**config.mk**
```make
export PLATFORM = sky130hd
export DESIGN_NAME = reset_debounce
export DESIGN_NICKNAME = d
export VERILOG_FILES = /design/src/reset_debounce.sv
export VERILOG_INCLUDE_DIRS = /design/src
export SDC_FILE = /design/constraint.sdc
export NUM_CORES = 1
export LEC_CHECK = 0
export BUFFER_PORTS_ARGS = -buffer_cell sky130_fd_sc_hd__clkbuf_2
export CORE_AREA = 2 2 39 41
export DETAILED_ROUTE_END_ITERATION = 16
export DIE_AREA = 0 0 41 43
export SLEW_MARGIN = 10
export SYNTH_ARGS = -nofsm -noshare
export SYNTH_HDL_FRONTEND = slang
export SYNTH_SLANG_ARGS = --single-unit
```
**constraint.sdc**
```tcl
create_clock -name clk -period 1.65 [get_ports clk]
set_input_delay 0.165 -clock clk [delete_from_list [all_inputs] [get_ports clk]]
set_output_delay 0.165 -clock clk [all_outputs]
set_load 0.02 [all_outputs]
```
**src/soc_config.svh**
```systemverilog
`ifndef SOC_CONFIG_SVH
`define SOC_CONFIG_SVH

// Bus widths
`define SOC_DAT_W 16
`define SOC_ADR_W 20  // I/O tag bit on top of a 19-bit word address
`define SOC_SEL_W 2
`define SOC_IRQ_N 8

// Base RAM at memory bytes 0x00000 to 0x007FF
`define RAM_WORDS 1024
`define RAM_BASE  20'h00000
`define RAM_MASK  20'hFFC00  // Tag bit plus word address bits 18:10

// I/O ports compare the tag and the low 15 word address bits only
`define GPIO_BASE  20'h87880  // Ports 0xF100 to 0xF103
`define GPIO_MASK  20'h87FFE

`define TIMER_BASE 20'h80020  // Ports 0x40 to 0x43
`define TIMER_MASK 20'h87FFE

// Reset stretch in clk cycles
`define DEBOUNCE_CYCLES 16

// Vectors returned during acknowledge cycles
`define INT_VEC_BASE 8
`define NMI_VEC      2

`endif
```
**src/reset_debounce.sv**
```systemverilog
`timescale 1ns/100ps

`include "soc_config.svh"

module reset_debounce (
  input  logic clk,
  input  logic rst_lck,
  output logic sys_rst_n_o
);

  localparam int CNT_W = $clog2(`DEBOUNCE_CYCLES + 1);

  logic [CNT_W-1:0] cnt;

  // Counter reloads for as long as the raw reset is held
  always_ff @(posedge clk) begin
    if (!rst_lck) begin
      cnt         <= CNT_W'(`DEBOUNCE_CYCLES);
      sys_rst_n_o <= 1'b0;
    end else begin
      if (cnt != '0) begin
        cnt <= cnt - 1'b1;
      end
      sys_rst_n_o <= (cnt == '0);  // Released once fully counted out
    end
  end

endmodule

```
* Yosys cells after proc, flatten, opt, wreduce, memory -nomap -nowiden
Index checks and enable logic that the tools add are counted.
** Cells by class
- $add $sub $neg :: 1
- Reductions and logical operators :: 2
** Operators with widths (number)
- $logic_not A5 Y1 :: 1
- $reduce_bool A5 Y1 :: 1
- $sub A5 B1 Y5 const B :: 1
** Storage, ports and cells
- Register bits after elaboration :: 6
- Output and inout bits :: 1

* Depth between registers and ports, before layout
Gate-level depths: netlist of run 1.
- Word-level depth :: 1
- Depth in mapped cells :: 4

* Worst setup path after synthesis of run 1
Ideal clock, no wire load.
- Path kind :: reg-to-reg
- From :: register cnt[0]
- To :: register cnt[4]
- Data arrival time :: 1.209 ns
- Required time :: 1.571 ns
- Path slack :: 0.361 ns
- Stages on the path, launching flop included :: 5
- Clock period less this slack :: 1.289 ns
- Path through :: dfxtp_1 inv_1 ha_1 or4b_1 a22oi_1
** Between the ends
- Cells in the longest elaborated chain, start to end :: 1
- Elaborated cells on any way between the ends :: 2
- Those cells by class :: 1 x add/sub; 1 x reduce/logical
** Ends and longest elaborated chain
- start, declared :: line reset_debounce.sv:13 : logic [CNT_W-1:0] cnt;
- start signal, assigned :: line reset_debounce.sv:18 : cnt <= CNT_W'(`DEBOUNCE_CYCLES);
- start signal, assigned :: line reset_debounce.sv:22 : cnt <= cnt - 1'b1;
- $sub A5 B1 Y5 / $reduce_bool A5 Y1 (equally long branches) :: line reset_debounce.sv:22, reset_debounce.sv:21
Several ways; a longest one is shown, not always the timed one.
A chain may end at the register's enable or synchronous reset.

* Worst setup path in the final report of run 1
Same ends and word-level chain as after synthesis.

==> metrics.txt, run 1 <==
reg-to-reg endpoint cnt[4]; Area Overhead vs Synth 17.07%; DRT iter0 DRCs 7; switching portion of total power roughly a third; RSZ-0062 raised after global routing no; Mapped Cells 28; DP Area 337.8 sq um; largest family of logic cells by synthesized area simple AND/OR/NAND/NOR gates; setup violators final 0; fmax between 700 and 800 MHz; Syn Std Cell Area just over 300 sq um; num ports 3; Die Height 43 um; Final Core Density between 20% and 30%; Worst setup EP type register; Final HPWL DP 364 um; DIE AREA ~1800 sq um; Slew Limit Fails 0; crit path launch cnt[0]; largest net degree at the start of global routing 9; Routed WL 476 um; Post-Synth Simple-Gate Area between 30% and 40%; total power approximately 0.66 mW; Setup crit end cnt[4]; Post-CTS Setup Bufs 0; Critical Path RT approximately 1.8 ns; Cell Pwr Density about 1800 nW/um^2; layout cells sized above 1 27.27%; r2r worst-path depth 4; Final WS setup between 0.2 and 0.3 ns; Yosys Warn Count 0; final design area excluding fillers 360.3 sq um; Async S/R FF share, synth 0%; Seq/Total Area, Yosys around 40%; Gate power share 37.1%; Starting Density 22.24%; metal2 WL between 200 and 250 um; Post-synth EDFFs 0; Hold WS approximately 0.22 ns; Final min period about 1.4 ns; Fill cells roughly 140; FF+latch area 120.1 sq um; RR Startpoint cnt[0]; worst slew pin tran between 0.4 and 0.5 ns; Final #Nets 39; Sw Pwr ~0.22 mW; status completed; clock network power share about 21%; compound-cell area share of the yosys netlist 8.943%; core area between 1000 and 1500 sq um; DRT Pass-1 Iters 4; DRC Markers 0; total track usage under 10%; Die W 41 um; via count around 220; CTS tree done; most numerous cell in the Yosys netlist dfxtp_1; clk buf depth 2; Flop pwr share 42.4%; Post-synth top cells dfxtp_1, inv_1; arrival time at the worst endpoint 1.55 ns; period utilisation layout between 80% and 90%; crit path launch type register; Peak VDD IR just over 0.0006 V; Top Metal Used met4; XOR/XNOR Fraction of Synth Area about 2.8%; antenna viol nets, final 0; Worst Skew between 0.0006 and 0.0007 ns; endpoints failing hold 0; worst setup path class register to register; Rows 14; syn avg cell area about 11 sq um; Worst-Skew Late Latency about 0.25 ns; critical path fanouts, max 5; CTS resizes 0; internal reg-to-reg setup slack 0.27 ns; initial antenna violation count 0; Leakage 0.1415 nW; Hold Crit Class input pin to register; WL per Instance roughly 9.7 um; met1 WL about 210 um; Yosys cell types 17; placed insts between 40 and 50; Via density around 4.4; multi-input logic area 176.4 sq um; Sink Count 6; maxcap violations 0; Area contributors post-synth dfxtp_1, ha_1, nor4b_4; number of global-route vias before repair about 240; worst relative slew slack 73.10%; Setup TNS Final 0 ns; Setup WS pre-CTS 0.2795 ns; Root Buffer clkbuf_4; RePlAce Congestion ~0.72; hold buffers post-CTS 0; grt total ovfl 0; first-pass GRT wire length approximately 920 um; Syn Nets 32; CTS clock-pin slew for the worst setup and hold paths roughly 0.04 ns; Adder-Cell Fraction of Synth Area 8.130%; Post-synth top flop dfxtp_1; Synth top area share 39.02%; depth of the CTS H-tree 1; internal power between 0.4 and 0.5 mW; Yosys top cell by area dfxtp_1; flops & latches, synth 6; met3 routed WL between 20 and 25 um; TritonCTS buffer count 3; # port buffers 2; multiplexer share of the synthesized area approximately 6.5%; non-filler cells, final 49; Inserted Diodes 0
[power by group through the flow]
stage                     Sequential [mW]  Combinational [mW]  Clock (mW)
after floorplan                     0.271               0.212           0
final                               0.281               0.246       0.136
after detailed placement            0.284               0.247           0
after global routing                0.290               0.282       0.151
after global placement              0.284               0.250           0
after CTS                           0.281               0.251       0.144
[layout by cell type, fill, tap and decap left out]
cell type,Yosys,final
dfxtp_1,6,6
inv_1,3,3
clkbuf_4,0,3
nand2b_1,2,2
nand2_1,2,2
mux2i_1,2,2
ha_1,2,2
clkbuf_2,0,2
xnor2_1,1,1
nor4b_4,1,1
nor3_1,1,1
o31ai_1,1,1
or4_4,1,1
a211oi_2,1,1
and2_1,1,1
or4b_1,1,1
nor2b_1,1,1
and4bb_2,1,1
a22oi_1,1,1
[area by class of cell]
cell class / instances / area share (%)
Clock buffer: 3 / 6.250
Inverter: 3 / 3.125
Multi-Input combinational cell: 19 / 48.96
Sequential cell: 6 / 33.33
Tap cell: 16 / 5.556
Timing Repair Buffer: 2 / 2.778
[state kept, by name (all words and copies together), names as in the netlist]
name / count
cnt: 5
sys_rst_n_o: 1
[logic make-up (layout without fill, tap and decap cells)]
family          Yosys count  in the layout
simple gates             11             11
flops                     6              6
compound gates            3              3
buf+inv                   3              8
fa+ha+maj                 2              2
mux                       2              2
xor+xnor                  1              1
[how the worst min path moves through the flow]
stage / start / endpoint / slack [ns] / depth (start not counted)
3_5_place_dp: rst_lck / cnt[4] / 0.47 / 2
4_1_cts: rst_lck / cnt[4] / 0.21 / 2
2_1_floorplan: rst_lck / cnt[4] / 0.27 / 1
3_3_place_gp: rst_lck / cnt[4] / 0.47 / 2
5_1_grt: rst_lck / cnt[4] / 0.26 / 2
6_report: rst_lck / cnt[4] / 0.22 / 2
[layer usage]
layer,track usage [%],up-vias
li1,-,110
met1,9.032,98
met2,10.63,5
met3,4.712,4
met4,12.00,0
met5,0,-
[critical path: stages, from the launching register on]
cell and delay (ns):
dfxtp_1 0.38, inv_1 0.08, ha_1 0.21, or4b_1 0.47, a22oi_1 0.17
(Power assumes the default switching activity.)
==> inputs of run 2 (changes only) <==
- clock period: 1.65 -> 1.2 ns (I/O delays scaled with it)
==> metrics.txt, run 2 (synthesized netlist as in run 1, its figures left out) <==
Final #Nets 44 (was 39); Post-CTS Setup Bufs 0 (unchanged); depth of the CTS H-tree 1 (unchanged); RePlAce Congestion 0.7303 (was 0.7214); WHS Path Cells 2 (unchanged); internal power 0.7241 mW (was 0.4378 mW); Sink Count 6 (unchanged); Final min period 1.279 ns (was 1.381 ns); Gate power share 47.3% (was 37.1%); # port buffers 2 (unchanged); Cell Pwr Density 2517 nW/um^2 (was 1838 nW/um^2); Starting Density 22.24% (unchanged); core area 1384 sq um (unchanged); endpoints failing hold 0 (unchanged); fmax 782.0 MHz (was 724.0 MHz); Inserted Diodes 0 (unchanged); DIE AREA 1763 sq um (unchanged); Hold WS 0.1782 ns (was 0.2246 ns); Final HPWL DP 364.3 um (was 364 um); Peak VDD IR 0.001102 V (was 0.0006127 V); antenna viol nets, final 0 (unchanged); worst relative slew slack 81.73% (was 73.10%); RSZ-0062 raised after global routing yes (was no); Routed WL 564 um (was 476 um); DRT Pass-1 Iters 2 (was 4); Die Height 43 um (unchanged); num ports 3 (unchanged); internal reg-to-reg setup slack -0.08 ns (was 0.27 ns); Sw Pwr 0.3686 mW (was 0.2244 mW); period utilisation layout 106.6% (was 83.71%); Hold Crit Class input pin to register (unchanged); commonest cells after routing, fill and taps aside dfxtp_1, buf_4, clkbuf_4 (was dfxtp_1, inv_1, clkbuf_4); failing checks negative setup slack; grt total ovfl 0 (unchanged); worst setup path class register to register (unchanged); arrival time at the worst endpoint 1.44 ns (was 1.55 ns); first-pass GRT wire length 945 um (was 924 um); Critical Path RT 1.36 ns (was 1.82 ns); non-filler cells, final 54 (was 49); total power 1.093 mW (was 0.6623 mW); worst slew pin tran 0.2717 ns (was 0.4019 ns); CTS clock-pin slew for the worst setup and hold paths 0.04 ns (about the same); placed insts 51 (was 46); status finished with violations (was completed); initial antenna violation count 0 (unchanged); hold buffers post-CTS 0 (unchanged); total track usage 8.157% (was 8.945%); Rows 14 (unchanged); Area Overhead vs Synth 41.06% (was 17.07%); DRT iter0 DRCs 8 (was 7); switching portion of total power 33.74% (was 33.89%); Final WS setup -0.07884 ns (was 0.2688 ns); CTS tree done (unchanged); Worst setup EP type register (unchanged); Top reg by flops cnt (unchanged); clk buf depth 2 (unchanged); r2r worst-path depth 4 (unchanged); number of global-route vias before repair 223 (was 236); Via density 4.278 (was 4.429); DRC Markers 0 (unchanged); Flop pwr share 36.1% (was 42.4%); WL per Instance 10.44 um (was 9.714 um); largest net degree at the start of global routing 9 (unchanged); maxcap violations 0 (unchanged); reg-to-reg endpoint cnt[4] (unchanged); Largest register FFs 5 (unchanged); registers with the most flip-flops cnt x5, sys_rst_n_o x1 (unchanged); TritonCTS buffer count 3 (unchanged); Worst Skew 0.0003770 ns (was 0.0006201 ns); Root Buffer clkbuf_4 (unchanged); setup violators final 1 (was 0); Worst-Skew Late Latency 0.24 ns (was 0.25 ns); via count 231 (was 217); Final Core Density 31.37% (was 26.04%); Slew Limit Fails 0 (unchanged); layout cells sized above 1 52.63% (was 27.27%); clock network power share 16.7% (was 20.5%); Die W 41 um (unchanged); Hold Crit Start rst_lck (unchanged); critical path fanouts, max 3 (was 5); Fill cells 149 (was 137); crit path launch type register (unchanged); RR Startpoint cnt[0] (unchanged); Min-Delay Endpoint cnt[4] (unchanged); Leakage 0.1696 nW (was 0.1415 nW)
==> run 2: critical path: stages, from the launching register on <==
cell and delay [ns]:
dfxtp_4 0.36, inv_4 0.05, ha_4 0.15, or4b_1 0.46, a22oi_1 0.18
==> run 2: routing by layer <==
metal	GRT usage (%)	part of all wire, %	up-vias
met2	12.50	52	5
met3	6.283	4.4	0
met4	0	0	0
met1	9.416	44	106
li1	-	-	120
met5	0	0	-
==> run 2: stage by stage <==
step                      area (sq um)  setup TNS (ns)  setup WS [ns]
after floorplan                  312.8        -0.03624       -0.03624
after global placement           380.4        -0.07952       -0.04843
after detailed placement         380.4        -0.09586       -0.06476
after CTS                        406.6        -0.09360       -0.07697
after global routing             434.2         -0.2450        -0.1059
final                            434.2        -0.07884       -0.07884
==> run 2: timing repair <==
item                       CTS  global route
setup endpoints to repair    3             4
pin swaps                    3             1
resized for setup            1             6
==> run 2: how the worst max path moves through the flow <==
stage	from	to	slack (ns)	cells after the start
finish	cnt[0]	cnt[4]	-0.08	4
global route	cnt[0]	cnt[4]	-0.11	4
CTS	cnt[0]	cnt[4]	-0.08	4
detailed placement	cnt[0]	cnt[4]	-0.06	4
global placement	cnt[0]	cnt[4]	-0.05	4
floorplan	cnt[0]	cnt[4]	-0.04	4
==> run 2: power groups by stage <==
stage	Combinational (mW)	Clock, mW	Sequential, mW
after floorplan	0.294	0	0.380
after global placement	0.442	0	0.385
after detailed placement	0.443	0	0.384
after CTS	0.471	0.191	0.385
after global routing	0.569	0.207	0.403
final	0.516	0.182	0.394
==> run 2: area by class of cell <==
| type | instances | area (sq um) | area share, % |
|---|---|---|---|
| Multi-Input combinational cell | 19 | 201.4 | 46.40 |
| Timing Repair Buffer | 7 | 51.30 | 11.82 |
| Clock buffer | 3 | 22.52 | 5.187 |
| Inverter | 3 | 13.76 | 3.170 |
| Sequential cell | 6 | 125.1 | 28.82 |
| Tap cell | 16 | 20.02 | 4.611 |
==> inputs of run 3 (changes only) <==
- clock period: 1.2 -> 1.5 ns (I/O delays scaled with it)
==> metrics.txt, run 3 (synthesized netlist as in run 1, its figures left out) <==
critical path fanouts, max 4 (was 3); Root Buffer clkbuf_4 (unchanged); depth of the CTS H-tree 1 (unchanged); Worst Skew 0.0007432 ns (was 0.0003770 ns); maxcap violations 0 (unchanged); clk buf depth 2 (unchanged); Area Overhead vs Synth 17.48% (was 41.06%); Rows 14 (unchanged); Leakage 0.1417 nW (was 0.1696 nW); Peak VDD IR 0.0006742 V (was 0.001102 V); commonest cells after routing, fill and taps aside dfxtp_1, inv_1, clkbuf_4 (was dfxtp_1, buf_4, clkbuf_4); DP Area 337.8 sq um (was 380.4 sq um); endpoints failing hold 0 (unchanged); Sink Count 6 (unchanged); TritonCTS buffer count 3 (unchanged); commonest non-fill, non-tap cell in the layout dfxtp_1; arrival time at the worst endpoint 1.53 ns (was 1.44 ns); Routed WL 475 um (was 564 um); total track usage 8.945% (was 8.157%); Final #Nets 39 (was 44); multi-input logic area 176.4 sq um (was 201.4 sq um); RSZ-0062 raised after global routing no (was yes); DRC Markers 0 (unchanged); initial antenna violation count 0 (unchanged); Via density 4.429 (was 4.278); Worst Path Buf+Inv 1 (unchanged); Final HPWL DP 364 um (was 364.3 um); Setup TNS Final 0 ns (was -0.07884 ns); CTS clock-pin slew for the worst setup and hold paths 0.04 ns (about the same); Worst path top cell family by delay simple AND/OR/NAND/NOR gates (unchanged); Post-CTS Setup Bufs 0 (unchanged); Inserted Diodes 0 (unchanged); final design area excluding fillers 361.6 sq um (was 434.2 sq um); DRT Pass-1 Iters 4 (was 2); fmax 736.0 MHz (was 782.0 MHz); Critical Path RT 1.67 ns (was 1.36 ns); Starting Density 22.24% (unchanged); first-pass GRT wire length 924 um (was 945 um); num ports 3 (unchanged); Cell Pwr Density 2019 nW/um^2 (was 2517 nW/um^2); slowest CP cell or4b_1 (unchanged); core area 1384 sq um (unchanged); period utilisation layout 90.58% (was 106.6%); total power 0.7302 mW (was 1.093 mW); Die Height 43 um (unchanged); via count 217 (was 231); Worst-Skew Late Latency 0.25 ns (was 0.24 ns); Top reg by flops cnt (unchanged); layout cells sized above 1 30.30% (was 52.63%); Slew Limit Fails 0 (unchanged); # port buffers 2 (unchanged); RePlAce Congestion 0.7214 (was 0.7303); WL per Instance 9.694 um (was 10.44 um); antenna viol nets, final 0 (unchanged); Fill cells 137 (was 149); registers with the most flip-flops cnt x5, sys_rst_n_o x1 (unchanged); grt total ovfl 0 (unchanged); Largest register FFs 5 (unchanged); Worst setup EP type register (unchanged); FF+latch area 121.4 sq um (was 125.1 sq um); largest net degree at the start of global routing 9 (unchanged); Hold Crit Class input pin to register (unchanged); worst slew pin tran 0.4019 ns (was 0.2717 ns); crit path launch type register (unchanged); Final min period 1.359 ns (was 1.279 ns); CTS tree done (unchanged); DRT iter0 DRCs 7 (was 8); number of global-route vias before repair 236 (was 223); Die W 41 um (unchanged); worst setup path class register to register (unchanged); worst relative slew slack 73.10% (was 81.73%); DIE AREA 1763 sq um (unchanged); status completed (was finished with violations); worst path cell trace inv_1 -> ha_1 -> or4b_1 -> a22oi_1 (was inv_4 -> ha_4 -> or4b_1 -> a22oi_1); max incr delay on CP 0.47 ns (was 0.46 ns); setup violators final 0 (was 1)
-- run 3: cell types whose count changed in the layout (fill, tap and decap cells not counted), moves of 2 or more --
cell / change
ha_1: +2
inv_1: +2
buf_4: -4
ha_4: -2
-- run 3: layer usage --
layer | GRT usage, % | wire [um] | vias to the layer above | share of wire, %
met5 | 0 | 0 | - | 0
met4 | 12.00 | 23 | 0 | 4.8
met3 | 4.712 | 23 | 4 | 4.8
met2 | 10.63 | 218 | 5 | 46
met1 | 9.032 | 209 | 98 | 44
li1 | - | - | 110 | -
-- run 3: final timing paths --
path | start | endpoint | slack (ns) | cells after the start
max | cnt[1] | cnt[4] | 0.14 | 4
min | rst_lck | cnt[4] | 0.21 | 2
max reg2reg | cnt[1] | cnt[4] | 0.14 | 4
min reg2reg | cnt[0] | cnt[0] | 0.49 | 2
-- run 3: repair_timing --
action / CTS / global route
hold buffers: 0 / 0
setup endpoints to repair: 0 / 1
resized for setup: 0 / 1
-- run 3: final cells by class --
cell class | count | area share (%)
inverter | 3 | 3.114
clock buffer | 3 | 6.228
timing repair buffer | 2 | 2.768
tap | 16 | 5.536
multi-input combinational | 19 | 48.79
sequential | 6 | 33.56
-- run 3: through the flow --
stage	utilization (%)	setup slack, ns	instances	hold WS (ns)
2_1_floorplan	-	0.2112	28	0.2503
3_3_place_gp	24.41	0.1476	46	0.4562
3_5_place_dp	24.41	0.1295	46	0.4564
4_1_cts	26.04	0.1052	49	0.1967
5_1_grt	26.13	0.03692	49	0.2449
6_report	26.13	0.1413	49	0.2096
-- run 3: report_power, final --
part           internal [mW]  switching [mW]  leakage, nW
clock                 0.0905          0.0585       0.0138
sequential             0.226          0.0841       0.0499
combinational          0.166           0.104       0.0779
-- run 3: worst reg2reg max path, delay by kind of cell, from the launching register on --
kind	cells	cell delay [ns]
flip-flops	1	0.37
buffers and inverters	1	0.08
AND/OR/NAND/NOR	1	0.47
adder cells (fa/ha/maj)	1	0.19
AO/OA/AOI/OAI	1	0.17
